===== src/huff_mem_macros.svh =====
`ifndef HUFF_MEM_MACROS_SVH
`define HUFF_MEM_MACROS_SVH

// SRAM geometry
`define MEM_WORDS 1024
`define MEM_AW 10

// region base word addresses
`define HIST_BASE 0
`define HTREE_BASE 256
`define CB_BASE 512

`define HIST_ENTRIES 256 // words zeroed by a clear

// flow control toward the word SRAM
`define MEM_CREDITS 2
`define CREDIT_W 2

`endif


===== src/beat_counter.sv =====
`include "huff_mem_macros.svh"

module beat_counter (
    input  logic       clk,
    input  logic       rst,
    input  logic       start_i,
    input  logic       issue_i,
    input  logic       ret_valid_i,
    output logic [8:0] beats_issued_o,
    output logic [8:0] beats_returned_o,
    output logic       credit_ok_o
);

    logic [`CREDIT_W-1:0] credit;

    // a word coming back this cycle frees its slot for the next issue
    assign credit_ok_o = (credit != '0) || ret_valid_i;

    always_ff @(posedge clk, posedge rst) begin
        if (rst) begin
            beats_issued_o   <= '0;
            beats_returned_o <= '0;
        end else if (start_i) begin
            beats_issued_o   <= '0;
            beats_returned_o <= '0;
        end else begin
            if (issue_i) begin
                beats_issued_o <= beats_issued_o + 9'd1;
            end
            if (ret_valid_i) begin
                beats_returned_o <= beats_returned_o + 9'd1;
            end
        end
    end

    // credits persist across transfers
    always_ff @(posedge clk, posedge rst) begin
        if (rst) begin
            credit <= `CREDIT_W'(`MEM_CREDITS);
        end else begin
            case ({issue_i, ret_valid_i})
                2'b10:   credit <= credit - `CREDIT_W'(1);
                2'b01:   credit <= credit + `CREDIT_W'(1);
                default: credit <= credit;
            endcase
        end
    end

endmodule


===== config.mk =====
export PLATFORM = sky130hd
export DESIGN_NAME = beat_counter
export DESIGN_NICKNAME = d
export VERILOG_FILES = /design/src/beat_counter.sv
export VERILOG_INCLUDE_DIRS = /design/src
export SDC_FILE = /design/constraint.sdc
export NUM_CORES = 1
export LEC_CHECK = 0
export BUFFER_PORTS_ARGS = -buffer_cell sky130_fd_sc_hd__buf_2
export CORE_ASPECT_RATIO = 0.6
export CORE_MARGIN = 1.5
export CORE_UTILIZATION = 40
export CTS_CLUSTER_DIAMETER = 40
export DETAILED_ROUTE_END_ITERATION = 10
export GPL_TIMING_DRIVEN = 0
export PLACE_DENSITY = 0.64
export SKIP_CTS_REPAIR_TIMING = 1
export SYNTH_ARGS = -nofsm -noshare
export SYNTH_HDL_FRONTEND = slang
export SYNTH_SLANG_ARGS = --single-unit
export TNS_END_PERCENT = 5

===== constraint.sdc =====
create_clock -name clk -period 2.25 [get_ports clk]
set_input_delay 0.225 -clock clk [delete_from_list [all_inputs] [get_ports clk]]
set_output_delay 0.225 -clock clk [all_outputs]
set_load 0.01 [all_outputs]

==> metrics <==
clock tree sinks=20; status=finished clean; Ys Warns=0; antenna violations before repair=0; FFs w/ async S/R, synth=100%; FMAX=0.675 GHz; mapped cell area=953 um2; Top FF cell, synth=dfrtp_1; total track usage=15.6%; Yosys cell types=21; core footprint=0.00221 mm2; combinational group share of total power=11.8%; Max IR drop VDD=0.394 mV; WS Path Type=flip-flop to flip-flop; largest cells by area after synthesis=dfrtp_1, xor2_1, or3_1; site row count=13; LEAKAGE=0.000562 uW; Vias/cell=5.07; I/O pins=24; total CTS buffers=3; hold slack=79.6 ps; flops & latches, synth=20; register area share after synthesis=52.6%; Power Total=782 uW; gpl congestion=0.740; # port buffers=21; residual overflow from global routing=0; maximum number of pins on one net before global-route repair=21; PD cells=680 mW/mm2; slowest cell delay on critical path=420 ps; crit-path max FO=5; Switching Share=24.3%; TNS Setup=0 ps; CTS tree=built; final worst path period need=1480 ps; wire per inst=12.5 um; Final Util=52.0%; Crit. End Element=flip-flop; max-slew violations=0; detailed-route wire length=1.85 mm; share of the synthesized area in the top cell type=49.9%; Yosys top cell by area=dfrtp_1; Cell Chain, Critical Path=ha_1, nand4_1, or3_1, a21oi_1; Final Hold Fails=0; first-pass GRT wire length=2.98 mm; number of global-route vias before repair=663; clk slew on worst S/H paths=70 ps; crit share post-route=65.9%; Die Y=40.8 um; share of post-route cells with drive strength above 1=24.6%; crit path from=beats_returned_o[0]$_DFFE_PP0P_; drt first pass iters=4; sequential share of power=53.5%; Post-route DRC=0; Die W=66.0 um; Synth Instances=93; Largest delay share family, worst path=simple AND/OR/NAND/NOR gates; post-route ant nets=0; nets=127; Post-DP HPWL=1.40 mm; Die Area=0.00270 mm2; Buf/Inv on CP=0; via count=751; 1st-iter DRT viols=14; Final setup viols=0; Worst Hold Class=input port to asynchronous set/reset pin; net switching power figure=190 uW; cell-internal power=592 uW; Synth Net Count=101; Worst setup SP type=flip-flop; Slowest cell on crit path=dfrtp_1; Clock Latency Late Sink=260 ps; worst-margin pin slew=742 ps; unrepaired setup endpoints after global routing=no; max cap viols=0; WP data required=2430 ps; CTS max path bufs=2; Ant. Diodes=0; CTS root buffer=clkbuf_8; Max-slew headroom=50.5%; Syn-to-layout area delta=20.7%; CP arrival=1660 ps; H-tree depth=1; EDFF count, synth=0; r2r startpoint=beats_returned_o[0]$_DFFE_PP0P_; Fin Clk Skew=3.51 ps; Starting Density=43.1%; clock power share=34.7%; Mapped Avg Cell Area=10.3 um2
worst paths after layout:
path / end / slack [ps] / depth (start not counted)
max: beats_returned_o[8]$_DFFE_PP0P_ / 770 / 4
max in group asynchronous: beats_returned_o[8]$_DFFE_PP0P_ / 1700 / 2
max reg2reg: beats_returned_o[8]$_DFFE_PP0P_ / 770 / 4
min in group clk: beats_issued_o[0]$_DFFE_PP0P_ / 270 / 3
min reg2reg: credit[0]$_DFFE_PP0P_ / 510 / 1
min: credit[0]$_DFFE_PP0P_ / 80 / 2
logic make-up (layout without fill, tap and decap cells):
logic type,Yosys count,after routing,share of synthesized area [%]
adders and majority gates,3,3,3.94
xor gates and xnor gates,11,11,10.1
and+or+nand+nor,34,34,19.2
DFF,20,20,52.6
muxes,2,2,2.10
AOI/OAI and AO/OA,16,16,8.92
buffers and inverters,7,32,3.15
power groups by stage:
stage | clock [uW] | combinational [uW] | sequential [uW]
after global routing | 296 | 105 | 421
after CTS | 279 | 95.4 | 419
after floorplan | 0 | 63.5 | 424
after detailed placement | 0 | 93.6 | 426
final | 271 | 92.5 | 419
after global placement | 0 | 92.5 | 423
layout by cell type, fill, tap and decap left out, types with 5 or more instances in the layout:
cell type	instances
nand2_1	6
dfrtp_1	19
a21oi_1	8
xnor2_1	5
nor2_1	11
xor2_1	6
buf_2	21
or3_1	7
state kept, by name, summed over array words and instances (netlist names):
register,flops
credit,2
beats_returned_o,9
beats_issued_o,9
synth_stat cells (3+ instances only):
cell      n
xnor2_1   5
or3_1     7
nand2_1   6
o21ai_0   4
dfrtp_1  19
a21oi_1   8
inv_1     4
xor2_1    6
nor2_1   11
nand4_1   4
ha_1      3
area by class of cell:
cell class | count | area (um2)
repair buffers | 21 | 105
inverters | 4 | 15.0
flip-flops and latches | 20 | 502
plain buffers | 3 | 15.0
well taps | 30 | 37.5
fillers | 220 | 1060
clock buffers | 4 | 55.1
multi-input cells | 66 | 422
through the flow:
stage | setup WS (ps) | cell area, um2 | instances
after global placement | 823 | 1100 | 144
after CTS | 768 | 1150 | 148
after floorplan | 893 | 953 | 93
final | 768 | 1150 | 148
after detailed placement | 794 | 1100 | 144
after global routing | 634 | 1150 | 148
metal layers:
layer / global-route usage [%] / wire, um
met3: 6.59 / 114
met4: 3.06 / 11
met5: 0 / 0
met1: 19.9 / 953
met2: 25.8 / 766
Note: power is estimated with default switching activity, not from simulation.
