===== config.mk =====
export PLATFORM = sky130hd
export DESIGN_NAME = rsp_assembler
export DESIGN_NICKNAME = d
export VERILOG_FILES = /design/src/huff_mem_pkg.sv /design/src/rsp_assembler.sv
export VERILOG_INCLUDE_DIRS = /design/src
export SDC_FILE = /design/constraint.sdc
export NUM_CORES = 1
export LEC_CHECK = 0
export ABC_AREA = 1
export BUFFER_PORTS_ARGS = -buffer_cell sky130_fd_sc_hd__buf_2
export CAP_MARGIN = 5
export CELL_PAD_IN_SITES_DETAIL_PLACEMENT = 2
export CELL_PAD_IN_SITES_GLOBAL_PLACEMENT = 2
export CORE_MARGIN = 3
export CORE_UTILIZATION = 27
export CTS_CLUSTER_SIZE = 12
export DETAILED_ROUTE_END_ITERATION = 12
export PLACE_DENSITY_LB_ADDON = 0.15
export SLEW_MARGIN = 10
export SYNTH_ARGS = -nofsm -noshare
export SYNTH_HDL_FRONTEND = slang
export SYNTH_SLANG_ARGS = --single-unit

===== constraint.sdc =====
create_clock -name clk -period 3.15 [get_ports clk]
set_input_delay 0.1575 -clock clk [delete_from_list [all_inputs] [get_ports clk]]
set_output_delay 0.1575 -clock clk [all_outputs]
set_load 0.05 [all_outputs]

===== src/huff_mem_macros.svh =====
`ifndef HUFF_MEM_MACROS_SVH
`define HUFF_MEM_MACROS_SVH

// SRAM geometry
`define MEM_WORDS 1024
`define MEM_AW 10

// region base word addresses
`define HIST_BASE 0
`define HTREE_BASE 256
`define CB_BASE 512

`define HIST_ENTRIES 256 // words zeroed by a clear

// flow control toward the word SRAM
`define MEM_CREDITS 2
`define CREDIT_W 2

`endif


===== src/huff_mem_pkg.sv =====
`include "huff_mem_macros.svh"

package huff_mem_pkg;

    typedef enum logic [1:0] {
        REG_HIST,
        REG_HTREE,
        REG_CB
    } region_e;

    typedef enum logic [1:0] {
        OP_READ,
        OP_WRITE,
        OP_CLEAR
    } op_e;

    typedef enum logic [1:0] {
        S_IDLE,
        S_ISSUE,
        S_DRAIN,
        S_DONE
    } seq_state_e;

    typedef struct packed {
        op_e          op;
        region_e      region;
        logic [7:0]   index;
        logic [127:0] wdata;
    } mem_req_t;

    typedef struct packed {
        logic               we;
        logic [`MEM_AW-1:0] addr;
        logic [31:0]        wdata;
        logic               last;
    } mem_beat_t;

    typedef struct packed {
        logic [127:0] rdata;
    } mem_rsp_t;

    // words per entry in each region
    function automatic logic [2:0] region_words(region_e region);
        case (region)
            REG_HTREE: return 3'd2;
            REG_CB:    return 3'd4;
            default:   return 3'd1;
        endcase
    endfunction

    function automatic logic [8:0] xfer_beats(op_e op, region_e region);
        if (op == OP_CLEAR) begin
            return 9'(`HIST_ENTRIES);
        end
        return {6'd0, region_words(region)};
    endfunction

endpackage


===== src/rsp_assembler.sv =====
module rsp_assembler (
    input  logic                   clk,
    input  logic                   rst,
    input  logic                   start_i,
    input  huff_mem_pkg::region_e  region_i,
    input  logic                   ret_valid_i,
    input  logic [31:0]            ret_data_i,
    output huff_mem_pkg::mem_rsp_t rsp_o
);

    logic [1:0] ret_cnt;
    logic [2:0] words;
    logic [1:0] slot;

    assign words = huff_mem_pkg::region_words(region_i);
    assign slot  = 2'(words - 3'd1 - {1'b0, ret_cnt});

    // position of the next returned word, wraps on long clears
    always_ff @(posedge clk, posedge rst) begin
        if (rst) begin
            ret_cnt <= '0;
        end else if (start_i) begin
            ret_cnt <= '0;
        end else if (ret_valid_i) begin
            ret_cnt <= ret_cnt + 2'd1;
        end
    end

    always_ff @(posedge clk) begin
        if (start_i) begin
            rsp_o.rdata <= '0;
        end else if (ret_valid_i) begin
            rsp_o.rdata[32*slot +: 32] <= ret_data_i; // write beats return zero
        end
    end

endmodule


==> impl_metrics.json <==
{
  "power.leakage_uw": 0.00410,
  "finalSetupViolations": 0,
  "numCtsBuffers": 17,
  "syn_area_per_cell_um2": 6.46,
  "fmax_ghz": 0.362,
  "coreArea_um2": 21400,
  "hpwl_mm": 16.3,
  "die_h_um": 155,
  "grt_pass1_vias": 6303,
  "vias_per_cell": 4.53,
  "cts.sinks": 130,
  "grt.total_usage_pct": 19.1,
  "yosys_warnings": 0,
  "portBuffers": 165,
  "status": "finished, final reports clean",
  "rsz0062_at_grt": "no",
  "antennaDiodeCount": 0,
  "slew_violations": 0,
  "wl_mm": 22.7,
  "setup_tns_ns": 0,
  "grt_pass1_wl_mm": 35.9,
  "holdWs_ns": 0.0662,
  "start_util_pct": 27.9,
  "gp_congestion": 0.764,
  "antenna_found_initial": 0,
  "fin_crit_sh_pct": 87.6,
  "critPathKind": "flop to flop",
  "htreeDepth": 4,
  "post_synth_num_cell_types": 21,
  "synth_nets": 966,
  "synth-async-reset-ratio_pct": 1.54,
  "insertion_delay_ns": 0.42,
  "p_per_area_nw_per_um2": 679,
  "post_synth_inst_count": 923,
  "clockRootBuffer": "clkbuf_16",
  "synthTopCellsByArea": "dfxtp_1 (43%), nand2_1 (15%), nor2_1 (11%)",
  "cts_setup_buffers": 0,
  "syn_to_final_growth_pct": 27.6,
  "cts_tree": "yes",
  "grt.overflow.total": 0,
  "vias": 6144,
  "clk_pin_slew_ns": 0.06,
  "cts.path.max_buffers": 2,
  "worstPathMaxFanout": 16,
  "dr.pass1.iters": 4,
  "synth_area_um2": 5970,
  "ant_nets": 0,
  "chipWidth_um": 155,
  "synth_edf_count": 0,
  "fillCellCount": 2660,
  "yosysSeqAreaShare_pct": 43.8,
  "cp.arrival_ns": 3.11,
  "synthTopCellsByCount": "nand2_1 (244), nor2_1 (175), inv_1 (153)",
  "slew_headroom_pct": 49.9,
  "io_pins": 166,
  "min_path_type": "input pin to flop",
  "core.rowCount": 53,
  "drc_errors": 0,
  "die-area_um2": 23900,
  "irDropWorstVdd_mv": 0.293,
  "skew_ns": 0.00750,
  "fin_crit_ns": 2.76,
  "yosysTopAreaCell": "dfxtp_1",
  "drive_above_1_share_pct": 20.8,
  "critPathRequiredTime_ns": 3.50,
  "synth_top_area_share_pct": 43.0,
  "end_kind": "flop",
  "max_cap_viol_count": 0,
  "ys_seq_elements": 130,
  "synth_most_common_cell": "nand2_1",
  "drt_iter0_markers": 244,
  "wl_per_cell_um": 16.7,
  "finalHoldViolations": 0,
  "synth-main-ff-cell": "dfxtp_1",
  "startpoint_type": "flop",
  "nets": 1112,
  "worst_pin_slew_ns": 0.751,
  "grt_max_degree": 65
}
final cells by class:
class / instances / area (um2) / share of cell area [%]
clock buffer: 22 / 484 / 6.36
clock inverter: 9 / 105 / 1.38
inverter: 156 / 586 / 7.69
multi-input combinational: 579 / 2500 / 32.9
sequential: 130 / 2610 / 34.3
tap: 275 / 344 / 4.52
timing repair buffer: 185 / 978 / 12.9
worst paths after layout:
| check | startpoint | to | slack [ns] | cells past startpoint |
|---|---|---|---|---|
| setup / recovery | ret_cnt[0] | rsp_o[96] | 0.39 | 10 |
| hold / removal | ret_valid_i | ret_cnt[0] | 0.07 | 3 |
| setup reg to reg | ret_cnt[0] | rsp_o[96] | 0.39 | 10 |
| hold reg to reg | rsp_o[52] | rsp_o[52] | 0.47 | 2 |
| max in group asynchronous | rst | ret_cnt[0] | 2.89 | 3 |
| min in group asynchronous | rst | ret_cnt[1] | 0.14 | 3 |
power breakdown:
group	switching [uW]	internal [uW]	total, uW	leakage [uW]
Sequential	56.0	1750	1810	0.00107
Clock	764	1240	2000	0.000280
Combinational	1050	312	1360	0.00275
Total	1870	3310	5170	0.00410
critical path: stages (launching register included):
cell and delay (ns):
dfrtp_1 0.37, inv_1 0.08, ha_1 0.23, inv_1 0.08
nand3_1 0.17, nand2_2 0.09, ha_1 0.78, inv_1 0.40
nor3_1 0.28, nor2_1 0.08, nor2_1 0.12
cells by family (layout without fill, tap and decap cells):
| family | Yosys count | after routing | synth area share (%) |
|---|---|---|---|
| compound gates | 67 | 67 | 6.67 |
| fa+ha+maj | 5 | 5 | 1.05 |
| buf+inv | 214 | 372 | 14.3 |
| flops | 130 | 130 | 43.8 |
| simple gates | 507 | 507 | 34.2 |
registers in the layout (all words and copies together) (netlist names):
name,cells
rsp_o,128
ret_cnt,2
placed cells by master (no fill, tap or decap):
cell	n
buf_4	19
nor2_2	2
dlygate4sd3_1	1
nand3_1	76
clkinvlp_4	4
nor3_4	1
inv_2	3
inv_1	152
clkbuf_8	4
nor3_1	4
o21ai_0	1
dfrtp_1	2
dfxtp_1	128
ha_1	5
clkinv_2	3
nand2_2	3
bufinv_16	2
clkbuf_1	1
a22oi_1	25
a21oi_1	41
nor2_1	175
clkinv_1	1
clkbuf_16	17
buf_2	165
nand3_2	2
nand2_1	244
per-layer routing:
layer  track usage [%]  wire [um]  vias up
li1                  -          -     3048
met1              27.6      11500     2959
met2              29.4       9990      122
met3              3.67        996       15
met4              4.67        215        0
met5                 0          0        -
metrics by stage:
stage / setup WS, ns / total power, uW / cell area, um2 / std cells / util, %
6_report: 0.390 / 5170 / 7610 / 1356 / 35.6
5_1_grt: 0.122 / 5470 / 7610 / 1356 / 35.6
4_1_cts: 0.355 / 5250 / 7610 / 1356 / 35.6
3_5_place_dp: 0.268 / 3220 / 7010 / 1324 / 32.8
3_3_place_gp: 0.272 / 3200 / 7010 / 1324 / 32.8
2_1_floorplan: 0.857 / 2830 / 5970 / 923 / -
repair_timing:
| action | in CTS | in global routing |
|---|---|---|
| gates resized for setup | 0 | 0 |
| hold endpoints to repair | 2 | 0 |
| hold buffers | 1 | 0 |
No activity file was read; power rests on OpenSTA's default activity.
