===== src/huff_mem_macros.svh =====
`ifndef HUFF_MEM_MACROS_SVH
`define HUFF_MEM_MACROS_SVH

// SRAM geometry
`define MEM_WORDS 1024
`define MEM_AW 10

// region base word addresses
`define HIST_BASE 0
`define HTREE_BASE 256
`define CB_BASE 512

`define HIST_ENTRIES 256 // words zeroed by a clear

// flow control toward the word SRAM
`define MEM_CREDITS 2
`define CREDIT_W 2

`endif


===== src/huff_mem_pkg.sv =====
`include "huff_mem_macros.svh"

package huff_mem_pkg;

    typedef enum logic [1:0] {
        REG_HIST,
        REG_HTREE,
        REG_CB
    } region_e;

    typedef enum logic [1:0] {
        OP_READ,
        OP_WRITE,
        OP_CLEAR
    } op_e;

    typedef enum logic [1:0] {
        S_IDLE,
        S_ISSUE,
        S_DRAIN,
        S_DONE
    } seq_state_e;

    typedef struct packed {
        op_e          op;
        region_e      region;
        logic [7:0]   index;
        logic [127:0] wdata;
    } mem_req_t;

    typedef struct packed {
        logic               we;
        logic [`MEM_AW-1:0] addr;
        logic [31:0]        wdata;
        logic               last;
    } mem_beat_t;

    typedef struct packed {
        logic [127:0] rdata;
    } mem_rsp_t;

    // words per entry in each region
    function automatic logic [2:0] region_words(region_e region);
        case (region)
            REG_HTREE: return 3'd2;
            REG_CB:    return 3'd4;
            default:   return 3'd1;
        endcase
    endfunction

    function automatic logic [8:0] xfer_beats(op_e op, region_e region);
        if (op == OP_CLEAR) begin
            return 9'(`HIST_ENTRIES);
        end
        return {6'd0, region_words(region)};
    endfunction

endpackage


===== src/addr_gen.sv =====
`include "huff_mem_macros.svh"

module addr_gen (
    input  huff_mem_pkg::mem_req_t  req_i,
    input  logic [8:0]              beat_i,
    output huff_mem_pkg::mem_beat_t beat_o
);

    logic [2:0]         words;
    logic [8:0]         total;
    logic [1:0]         slot;
    logic [`MEM_AW-1:0] base;
    logic [`MEM_AW-1:0] entry;

    assign words = huff_mem_pkg::region_words(req_i.region);
    assign total = huff_mem_pkg::xfer_beats(req_i.op, req_i.region);
    assign slot  = 2'(words - 3'd1 - {1'b0, beat_i[1:0]}); // first beat is the top word

    always_comb begin
        case (req_i.region)
            huff_mem_pkg::REG_HTREE: base = `MEM_AW'(`HTREE_BASE);
            huff_mem_pkg::REG_CB:    base = `MEM_AW'(`CB_BASE);
            default:                 base = `MEM_AW'(`HIST_BASE);
        endcase
        // tree and codebook hold 128 entries
        if (req_i.region == huff_mem_pkg::REG_HIST) begin
            entry = `MEM_AW'(req_i.index);
        end else begin
            entry = `MEM_AW'(req_i.index[6:0]);
        end
    end

    always_comb begin
        beat_o.we   = (req_i.op != huff_mem_pkg::OP_READ);
        beat_o.last = (beat_i == total - 9'd1);
        if (req_i.op == huff_mem_pkg::OP_CLEAR) begin
            beat_o.addr  = `MEM_AW'(`HIST_BASE) + `MEM_AW'(beat_i);
            beat_o.wdata = '0;
        end else begin
            beat_o.addr  = base + entry * `MEM_AW'(words) + `MEM_AW'(beat_i);
            beat_o.wdata = req_i.wdata[32*slot +: 32];
        end
    end

endmodule


===== config.mk =====
export PLATFORM = sky130hd
export DESIGN_NAME = addr_gen
export DESIGN_NICKNAME = d
export VERILOG_FILES = /design/src/huff_mem_pkg.sv /design/src/addr_gen.sv
export VERILOG_INCLUDE_DIRS = /design/src
export SDC_FILE = /design/constraint.sdc
export NUM_CORES = 1
export LEC_CHECK = 0
export ABC_AREA = 1
export BUFFER_PORTS_ARGS = -buffer_cell sky130_fd_sc_hd__buf_4
export CAP_MARGIN = 20
export CORE_MARGIN = 1
export CORE_UTILIZATION = 35
export DETAILED_ROUTE_END_ITERATION = 16
export MAX_ROUTING_LAYER = met4
export PLACE_DENSITY = 0.76
export RECOVER_POWER = 50
export SETUP_SLACK_MARGIN = 0.4
export SYNTH_ARGS = -nofsm -noshare
export SYNTH_HDL_FRONTEND = slang
export SYNTH_SLANG_ARGS = --single-unit

===== constraint.sdc =====
create_clock -name vclk -period 4.9
set_input_delay 0.98 -clock vclk [all_inputs]
set_output_delay 0.98 -clock vclk [all_outputs]
set_load 0.02 [all_outputs]

==> impl_metrics.json <==
{
  "avgSynthCellArea_um2": 5.37,
  "worstSetupPathType": "in -> out",
  "end_kind": "primary output",
  "post-route-util_pct": 64.3,
  "layout-drive-gt1-share_pct": 39.8,
  "area_growth_pct": 77.4,
  "grt_first_pass_wirelength_um": 15100,
  "p_sw_share_pct": 52.4,
  "ir_worst_vdd_mv": 0.166,
  "gr-total-overflow": 0,
  "fin_crit_sh_pct": 98.8,
  "cap_viol_max_count": 0,
  "crit_path_cell_trace": "buf_12, inv_8, ha_4, inv_4, nand2_2, fa_1, inv_2, fa_1, ha_4, ha_4, inv_2, fa_2, buf_4, xor2_2, o21ai_2, buf_4",
  "worstPathRequired_ns": 3.92,
  "fmaxAchievable_mhz": 207,
  "p_total_uw": 967,
  "hold_class": "in -> out",
  "fin_cells": 780,
  "synthTopCellsByArea": "nand2_1, mux2i_1, fa_1, nor2_1, ha_1",
  "avgViaCountPerCell": 4.69,
  "placed_cells": 775,
  "power_density_mw_per_mm2": 207,
  "power.switching_uw": 507,
  "hold_slack_ns": 2.28,
  "seq_cells": 0,
  "synth_area_mm2": 0.00263,
  "setup_viol": 0,
  "ios": 193,
  "p_comb_share_pct": 100.0,
  "antenna_found_initial": 0,
  "crit_top_cell": "ha_4",
  "synth_top_cell_area_share_pct": 32.0,
  "finalWeightedCongestion": 0.938,
  "io_buffers": 193,
  "grt_pass1_vias": 3330,
  "max_stage_delay_ns": 0.50,
  "internal-power_uw": 460,
  "hold_viol_final": 0,
  "yosys.area.top_type": "nand2_1",
  "synthesis.nets": 677,
  "drc": 0,
  "slew_viol_final": 0,
  "dp_hpwl_um": 8150,
  "start_util_pct": 36.3,
  "ctsHoldBuffers": 0,
  "drt-wirelength-per-cell_um": 13.1,
  "layout_setup_ws_ns": 0.0591,
  "core_area_mm2": 0.00725,
  "p_leak_uw": 0.00276,
  "tightest_slew_ns": 0.896,
  "p_clk_share_pct": 0,
  "critical-path-top-delay-family": "adder cells",
  "vias": 3658,
  "seqCellArea_um2": 0,
  "drt_first_pass_iters": 6,
  "fp-row-count": 31,
  "nFillCells": 641,
  "ys_types": 20,
  "track_usage_pct": 24.8,
  "drt-initial-drc-count": 109,
  "critPathSlowestCell": "fa_1",
  "critical_path_arrival_ns": 3.86,
  "insertedDiodeCount": 0,
  "cp-start-kind": "primary input",
  "rsz0062_at_grt": "true",
  "grt_max_degree": 65,
  "layout.nets": 870,
  "synthesis.instances": 490,
  "pre_cts_ws_ns": -0.0865,
  "cp_max_fo": 3,
  "ant_nets": 0,
  "n_clock_buffer": 0,
  "ys_warn_count": 0,
  "wirelength_um": 10200,
  "crit_buf_inv": 7,
  "ys_seq_area_share_pct": 0,
  "die_y_um": 88.7,
  "pwr-share-seq_pct": 0,
  "outcome": "finished, final reports clean",
  "min_period_ns": 4.84,
  "relSlewSlack_pct": 40.2,
  "dieArea_mm2": 0.00787,
  "chipWidth_um": 88.7
}
[final timing paths]
kind | start | to | slack, ns | depth (start not counted)
setup / recovery | req_i[136] | beat_o[37] | 0.06 | 16
hold / removal | beat_i[7] | beat_o[40] | 2.28 | 4
[timing repair]
action                                  CTS  global route
setup buffers                             3             2
resized for setup                        40            15
cloned                                    0             0
endpoints found under the setup margin    7             7
pin swaps                                36            14
[cell usage in the layout, fill, tap and decap left out, types with 4 or more instances in the layout]
master    Yosys  final
nor2_1       78     72
nand2_1     224    213
fa_1         15     13
mux2i_1      32     32
buf_4         4    198
buf_6         4      8
ha_1         23      7
o21ai_0       9      5
nand3_1      13      6
clkbuf_1     10      4
inv_2         0      7
ha_4          0     16
inv_1        55     45
buf_12        0      4
nand3_2       0      7
nor2_4        0      4
nand2_2       0     11
[stage by stage]
stage                     setup TNS (ns)  area, um^2
after global routing              -0.156        4670
after floorplan                        0        2800
final                                  0        4670
after CTS                              0        4590
after global placement           -0.0569        4360
after detailed placement          -0.275        4360
[final cells by class]
type               instances  area [um^2]  share of cell area, %
multi-input cells        411         2640                   56.5
well taps                 99          124                   2.65
repair buffers           215         1680                   35.9
inverters                 55          229                   4.91
[metal layers]
metal | share of wire [%] | up-vias | global-route usage (%)
met5 | 0 | - | -
met4 | 2.1 | 0 | 6.01
met3 | 6.1 | 16 | 2.05
met2 | 52 | 123 | 47.1
met1 | 40 | 1653 | 27.8
li1 | - | 1866 | -
[cell usage after synthesis]
cell type and number:
nand2_1 224, nor2_1 78, inv_1 55, mux2i_1 32, ha_1 23, fa_1 15, nand3_1 13, clkbuf_1 10
o21ai_0 9, buf_2 6, a21oi_1 4, buf_4 4, buf_6 4, xor2_1 4, xnor2_1 3, nand3b_1 2
a21o_1 1, nand2_4 1, nand4_1 1, o211ai_1 1
[tightest hold or removal path: cells and delay by family]
| kind | cells | cell delay (ns) |
|---|---|---|
| buffers and inverters | 2 | 0.20 |
| and+or+nand+nor | 2 | 0.13 |
[cell families (layout without fill, tap and decap cells)]
kind of cell	count (synthesis)	in the layout	synth area share (%)
buffers and inverters	79	270	13.3
AND/OR/NAND/NOR	319	319	46.8
adder cells (fa/ha/maj)	38	38	22.4
XOR/XNOR	7	7	2.33
multiplexers	32	32	12.2
AO/OA/AOI/OAI	15	15	3.04
[power by group through the flow]
stage	sequential [uW]	combinational, uW	clock, uW
2_1_floorplan	0	547	0
3_5_place_dp	0	860	0
4_1_cts	0	938	0
5_1_grt	0	1060	0
6_report	0	967	0
3_3_place_gp	0	851	0
No activity file was read; power rests on OpenSTA's default activity.
