`src/huff_mem_macros.svh`:
```
`ifndef HUFF_MEM_MACROS_SVH
`define HUFF_MEM_MACROS_SVH

// SRAM geometry
`define MEM_WORDS 1024
`define MEM_AW 10

// region base word addresses
`define HIST_BASE 0
`define HTREE_BASE 256
`define CB_BASE 512

`define HIST_ENTRIES 256 // words zeroed by a clear

// flow control toward the word SRAM
`define MEM_CREDITS 2
`define CREDIT_W 2

`endif

```
`src/huff_mem_pkg.sv`:
```
`include "huff_mem_macros.svh"

package huff_mem_pkg;

    typedef enum logic [1:0] {
        REG_HIST,
        REG_HTREE,
        REG_CB
    } region_e;

    typedef enum logic [1:0] {
        OP_READ,
        OP_WRITE,
        OP_CLEAR
    } op_e;

    typedef enum logic [1:0] {
        S_IDLE,
        S_ISSUE,
        S_DRAIN,
        S_DONE
    } seq_state_e;

    typedef struct packed {
        op_e          op;
        region_e      region;
        logic [7:0]   index;
        logic [127:0] wdata;
    } mem_req_t;

    typedef struct packed {
        logic               we;
        logic [`MEM_AW-1:0] addr;
        logic [31:0]        wdata;
        logic               last;
    } mem_beat_t;

    typedef struct packed {
        logic [127:0] rdata;
    } mem_rsp_t;

    // words per entry in each region
    function automatic logic [2:0] region_words(region_e region);
        case (region)
            REG_HTREE: return 3'd2;
            REG_CB:    return 3'd4;
            default:   return 3'd1;
        endcase
    endfunction

    function automatic logic [8:0] xfer_beats(op_e op, region_e region);
        if (op == OP_CLEAR) begin
            return 9'(`HIST_ENTRIES);
        end
        return {6'd0, region_words(region)};
    endfunction

endpackage

```
`src/mem_seq_fsm.sv`:
```
module mem_seq_fsm (
    input  logic                     clk,
    input  logic                     rst,
    input  logic                     req_valid_i,
    input  huff_mem_pkg::mem_req_t   req_i,
    input  logic [8:0]               beats_issued_i,
    input  logic [8:0]               beats_returned_i,
    input  logic                     credit_ok_i,
    output logic                     req_ready_o,
    output logic                     issue_o,
    output logic                     start_o,
    output huff_mem_pkg::seq_state_e state_o,
    output huff_mem_pkg::mem_req_t   cur_req_o,
    output logic                     rsp_valid_o
);

    huff_mem_pkg::seq_state_e state_d;
    logic [8:0]               total;

    assign total = huff_mem_pkg::xfer_beats(cur_req_o.op, cur_req_o.region);

    assign req_ready_o = (state_o == huff_mem_pkg::S_IDLE);
    assign start_o     = req_valid_i && req_ready_o;
    assign issue_o     = (state_o == huff_mem_pkg::S_ISSUE) && credit_ok_i;
    assign rsp_valid_o = (state_o == huff_mem_pkg::S_DONE);

    always_comb begin
        state_d = state_o;
        case (state_o)
            huff_mem_pkg::S_IDLE: begin
                if (start_o) begin
                    state_d = huff_mem_pkg::S_ISSUE;
                end
            end
            huff_mem_pkg::S_ISSUE: begin
                // leave once the final beat goes out
                if (issue_o && beats_issued_i == total - 9'd1) begin
                    state_d = huff_mem_pkg::S_DRAIN;
                end
            end
            huff_mem_pkg::S_DRAIN: begin
                if (beats_returned_i == beats_issued_i) begin
                    state_d = huff_mem_pkg::S_DONE;
                end
            end
            default: begin
                state_d = huff_mem_pkg::S_IDLE; // single cycle in done
            end
        endcase
    end

    always_ff @(posedge clk, posedge rst) begin
        if (rst) begin
            state_o <= huff_mem_pkg::S_IDLE;
        end else begin
            state_o <= state_d;
        end
    end

    always_ff @(posedge clk) begin
        if (start_o) begin
            cur_req_o <= req_i;
        end
    end

endmodule

```
`config.mk`:
```
export PLATFORM = sky130hd
export DESIGN_NAME = mem_seq_fsm
export DESIGN_NICKNAME = d
export VERILOG_FILES = /design/src/huff_mem_pkg.sv /design/src/mem_seq_fsm.sv
export VERILOG_INCLUDE_DIRS = /design/src
export SDC_FILE = /design/constraint.sdc
export NUM_CORES = 1
export LEC_CHECK = 0
export ABC_CLOCK_PERIOD_IN_PS = 5100
export BUFFER_PORTS_ARGS = -buffer_cell sky130_fd_sc_hd__buf_2
export CORE_MARGIN = 1.5
export CORE_UTILIZATION = 28
export CTS_BUF_LIST = sky130_fd_sc_hd__clkbuf_8
export DETAILED_ROUTE_END_ITERATION = 6
export PLACE_DENSITY = 0.53
export SETUP_SLACK_MARGIN = 0.5
export SYNTH_ARGS = -nofsm -noshare
export SYNTH_HDL_FRONTEND = slang
export SYNTH_SLANG_ARGS = --single-unit
```
`constraint.sdc`:
```
create_clock -name clk -period 5.1 [get_ports clk]
set_input_delay 0.255 -clock clk [delete_from_list [all_inputs] [get_ports clk]]
set_output_delay 0.255 -clock clk [all_outputs]
set_load 0.05 [all_outputs]
```
==> results.sh <==
export IMPL_synth_yosys_seq_area_share_pct=90.59
export IMPL_clock_sinks=142
export IMPL_maxSlewViolCount=0
export IMPL_final_common_cell="buf_2"
export IMPL_max_slew_worst_pin_slew_ps=901.2
export IMPL_die_h_um=132.5
export IMPL_vias_per_cell=4.029
export IMPL_drtIter0Drc=122
export IMPL_post_cts_buffers=0
export IMPL_final_cell_mix="307 x buf_2, 141 x dlygate4sd3_1, 140 x edfxtp_1, 17 x clkbuf_8, 9 x xnor2_1"
export IMPL_worst_path_buf_inv=2
export IMPL_crit_arrival_ps=2390
export IMPL_crit_path_top_delay_cell="and2_4"
export IMPL_ys_types=26
export IMPL_r2r_slack_ps=2710
export IMPL_crit_family="simple AND/OR/NAND/NOR gates"
export IMPL_grt_max_degree=75
export IMPL_yosysWarnings=0
export IMPL_rr_startpoint="state_o[0]"
export IMPL_grt_use_met2_pct=28.39
export IMPL_wl_per_cell_um=15.28
export IMPL_internal_power_uw=2362
export IMPL_use_met3_pct=6.628
export IMPL_routabilityCongestion=0.8044
export IMPL_regToRegEndpoint="cur_req_o[26]"
export IMPL_dp_hpwl_um=9354
export IMPL_hold_class="in -> async"
export IMPL_cts_made_buffers=17
export IMPL_synth_area_sq_um=4696
export IMPL_fin_crit_sh_pct=51.96
export IMPL_avgSynthCellArea_sq_um=24.08
export IMPL_relSlewSlack_pct=39.92
export IMPL_layout_drive_gt1_share_pct=50.52
export IMPL_p_per_area_nw_per_um2=463.2
export IMPL_core_area_sq_um=16470
export IMPL_io_pins=308
export IMPL_synthCells=195
export IMPL_grt_busiest_layer="met2"
export IMPL_grt_util_all_layers_pct=15.84
export IMPL_grt_pass1_vias=4064
export IMPL_cp_end_kind="output port"
export IMPL_startpoint="state_o[0]"
export IMPL_ctsHtreeMaxLevel=4
export IMPL_antenna_found_initial=0
export IMPL_path_clk_slew_ps=70
export IMPL_power_frac_comb_pct=35.2
export IMPL_required_ps=4850
export IMPL_path_cells="inv_1, ha_1, and2_4, buf_2"
export IMPL_synth_nets=365
export IMPL_nets=833
export IMPL_finalHoldViolCount=0
export IMPL_finalSetupViolCount=0
export IMPL_rsz0062_at_grt="false"
export IMPL_die_area_sq_um=17560
export IMPL_clock_latency_ps=430
export IMPL_max_clock_freq_ghz=0.3774
export IMPL_power_switching_uw=1496
export IMPL_cp_num_cells=4
export IMPL_status="complete, no violations"
export IMPL_start_util_pct=28.52
export IMPL_sequentialPowerShare_pct=41.8
export IMPL_vias=3606
export IMPL_drv_cap=0
export IMPL_r2r_cells=4
export IMPL_cts_max_path_buffers=2
export IMPL_totalWireLength_um=13680
export IMPL_endpoint="start_o"
export IMPL_num_rows=47
export IMPL_drc_errors=0
export IMPL_synthToLayoutAreaGrowth_pct=77.32
export IMPL_antenna_left=0
export IMPL_critical_path_max_stage_delay_ps=730
export IMPL_fin_skew_ps=6.595
export IMPL_peakVddDrop_mv=0.3604
export IMPL_swShare_pct=38.78
export IMPL_ys_ff_latch=142
export IMPL_grt_pass1_wl_um=21090
export IMPL_holdWs_ps=224.0
export IMPL_leakagePower_uw=0.003506
export IMPL_chipWidth_um=132.5
export IMPL_root_buffer="clkbuf_8"
export IMPL_met1_usage_pct=16.28
export IMPL_crit_fanout=68
export IMPL_nFillCells=1416
export IMPL_antennaDiodeCount=0
export IMPL_final_setup_tns_ps=0
export IMPL_cts_resized=0
export IMPL_critPathLaunchType="flop"
export IMPL_port_buffers=307
export IMPL_drt_pass1_iterations=4
export IMPL_crit_type="reg -> out"
export IMPL_overflow=0
export IMPL_hold_buffers=140
export IMPL_fin_crit_ps=2650
export IMPL_tritoncts="built"
export IMPL_clockPowerShare_pct=23.0
[worst register-to-register path, delay by kind of cell (launching register included)]
| kind | cells | cell delay (ps) |
|---|---|---|
| simple gates | 1 | 730 |
| flops | 1 | 430 |
| fa+ha+maj | 1 | 210 |
| buf+inv | 2 | 610 |
[cell type report]
class | count | area [sq um] | share of cell area (%)
flip-flops and latches | 142 | 4254 | 51.09
repair buffers | 449 | 2968 | 35.64
multi-input cells | 48 | 425.4 | 5.109
well taps | 220 | 275.3 | 3.306
clock buffers | 17 | 234.0 | 2.810
clock inverters | 14 | 151.4 | 1.818
inverters | 5 | 18.77 | 0.2254
[worst min path at each step]
stage / from / cells after the start / to / slack (ps)
floorplan: rst / 1 / state_o[0] / -4
global placement: rst / 2 / state_o[1] / 120
detailed placement: rst / 2 / state_o[0] / 120
CTS: req_i[120] / 1 / cur_req_o[120] / 5
global route: rst / 3 / state_o[0] / 210
finish: rst / 3 / state_o[0] / 220
[Yosys cell counts]
cell type / number / area [sq um]
and3_4: 1 / 11.26
o31ai_1: 1 / 7.510
mux2i_1: 1 / 10.01
dfrtp_1: 2 / 50.05
nor2_1: 2 / 7.510
or2b_1: 1 / 7.510
o41ai_4: 1 / 27.53
nor2b_1: 1 / 6.260
o21bai_1: 1 / 7.510
or4_4: 1 / 11.26
xnor2_1: 9 / 78.83
o211a_1: 1 / 10.01
nand4_1: 3 / 18.77
xor2_1: 3 / 26.28
edfxtp_1: 140 / 4204
and2_1: 2 / 12.51
mux2_4: 1 / 15.01
o211ai_1: 1 / 7.510
ha_1: 8 / 100.1
inv_1: 5 / 18.77
nand2b_1: 2 / 12.51
nand3_1: 2 / 10.01
nand2_1: 3 / 11.26
o21ai_0: 1 / 5.000
nor3_2: 1 / 10.01
nand4b_1: 1 / 8.760
[registers in the layout, summed over array words and instances, names as in the netlist]
signal,cells
cur_req_o,140
state_o,2
[power by group through the flow]
stage / clock network, uW / logic [uW] / registers, uW
floorplan: 0 / 265 / 2330
global placement: 0 / 1270 / 1630
detailed placement: 0 / 1280 / 1640
CTS: 914 / 1370 / 1610
global route: 965 / 1420 / 1640
finish: 887 / 1360 / 1610
[logic make-up after synthesis]
family	Yosys count	synth area share (%)
flops	142	90.59
simple gates	20	2.718
xor+xnor	12	2.238
fa+ha+maj	8	2.132
compound gates	6	1.386
buf+inv	5	0.3997
mux	2	0.5328
[per-layer routing]
layer / vias to the layer above / part of all wire [%]
met5: - / 0
met4: 0 / 2.4
met3: 22 / 7.7
met2: 166 / 54
met1: 1718 / 36
li1: 1700 / -
[through the flow]
| step | instance area, sq um | total power, uW | std cells | worst slack [ps] | utilization, % |
|---|---|---|---|---|---|
| floorplan | 4697 | 2591 | 195 | 1360 | - |
| global placement | 6530 | 2903 | 723 | 2833 | 39.66 |
| detailed placement | 6530 | 2917 | 723 | 2730 | 39.66 |
| CTS | 8317 | 3893 | 894 | 2395 | 50.51 |
| global route | 8327 | 4020 | 895 | 2256 | 50.57 |
| finish | 8327 | 3857 | 895 | 2450 | 50.57 |
Note: power is estimated with default switching activity, not from simulation.
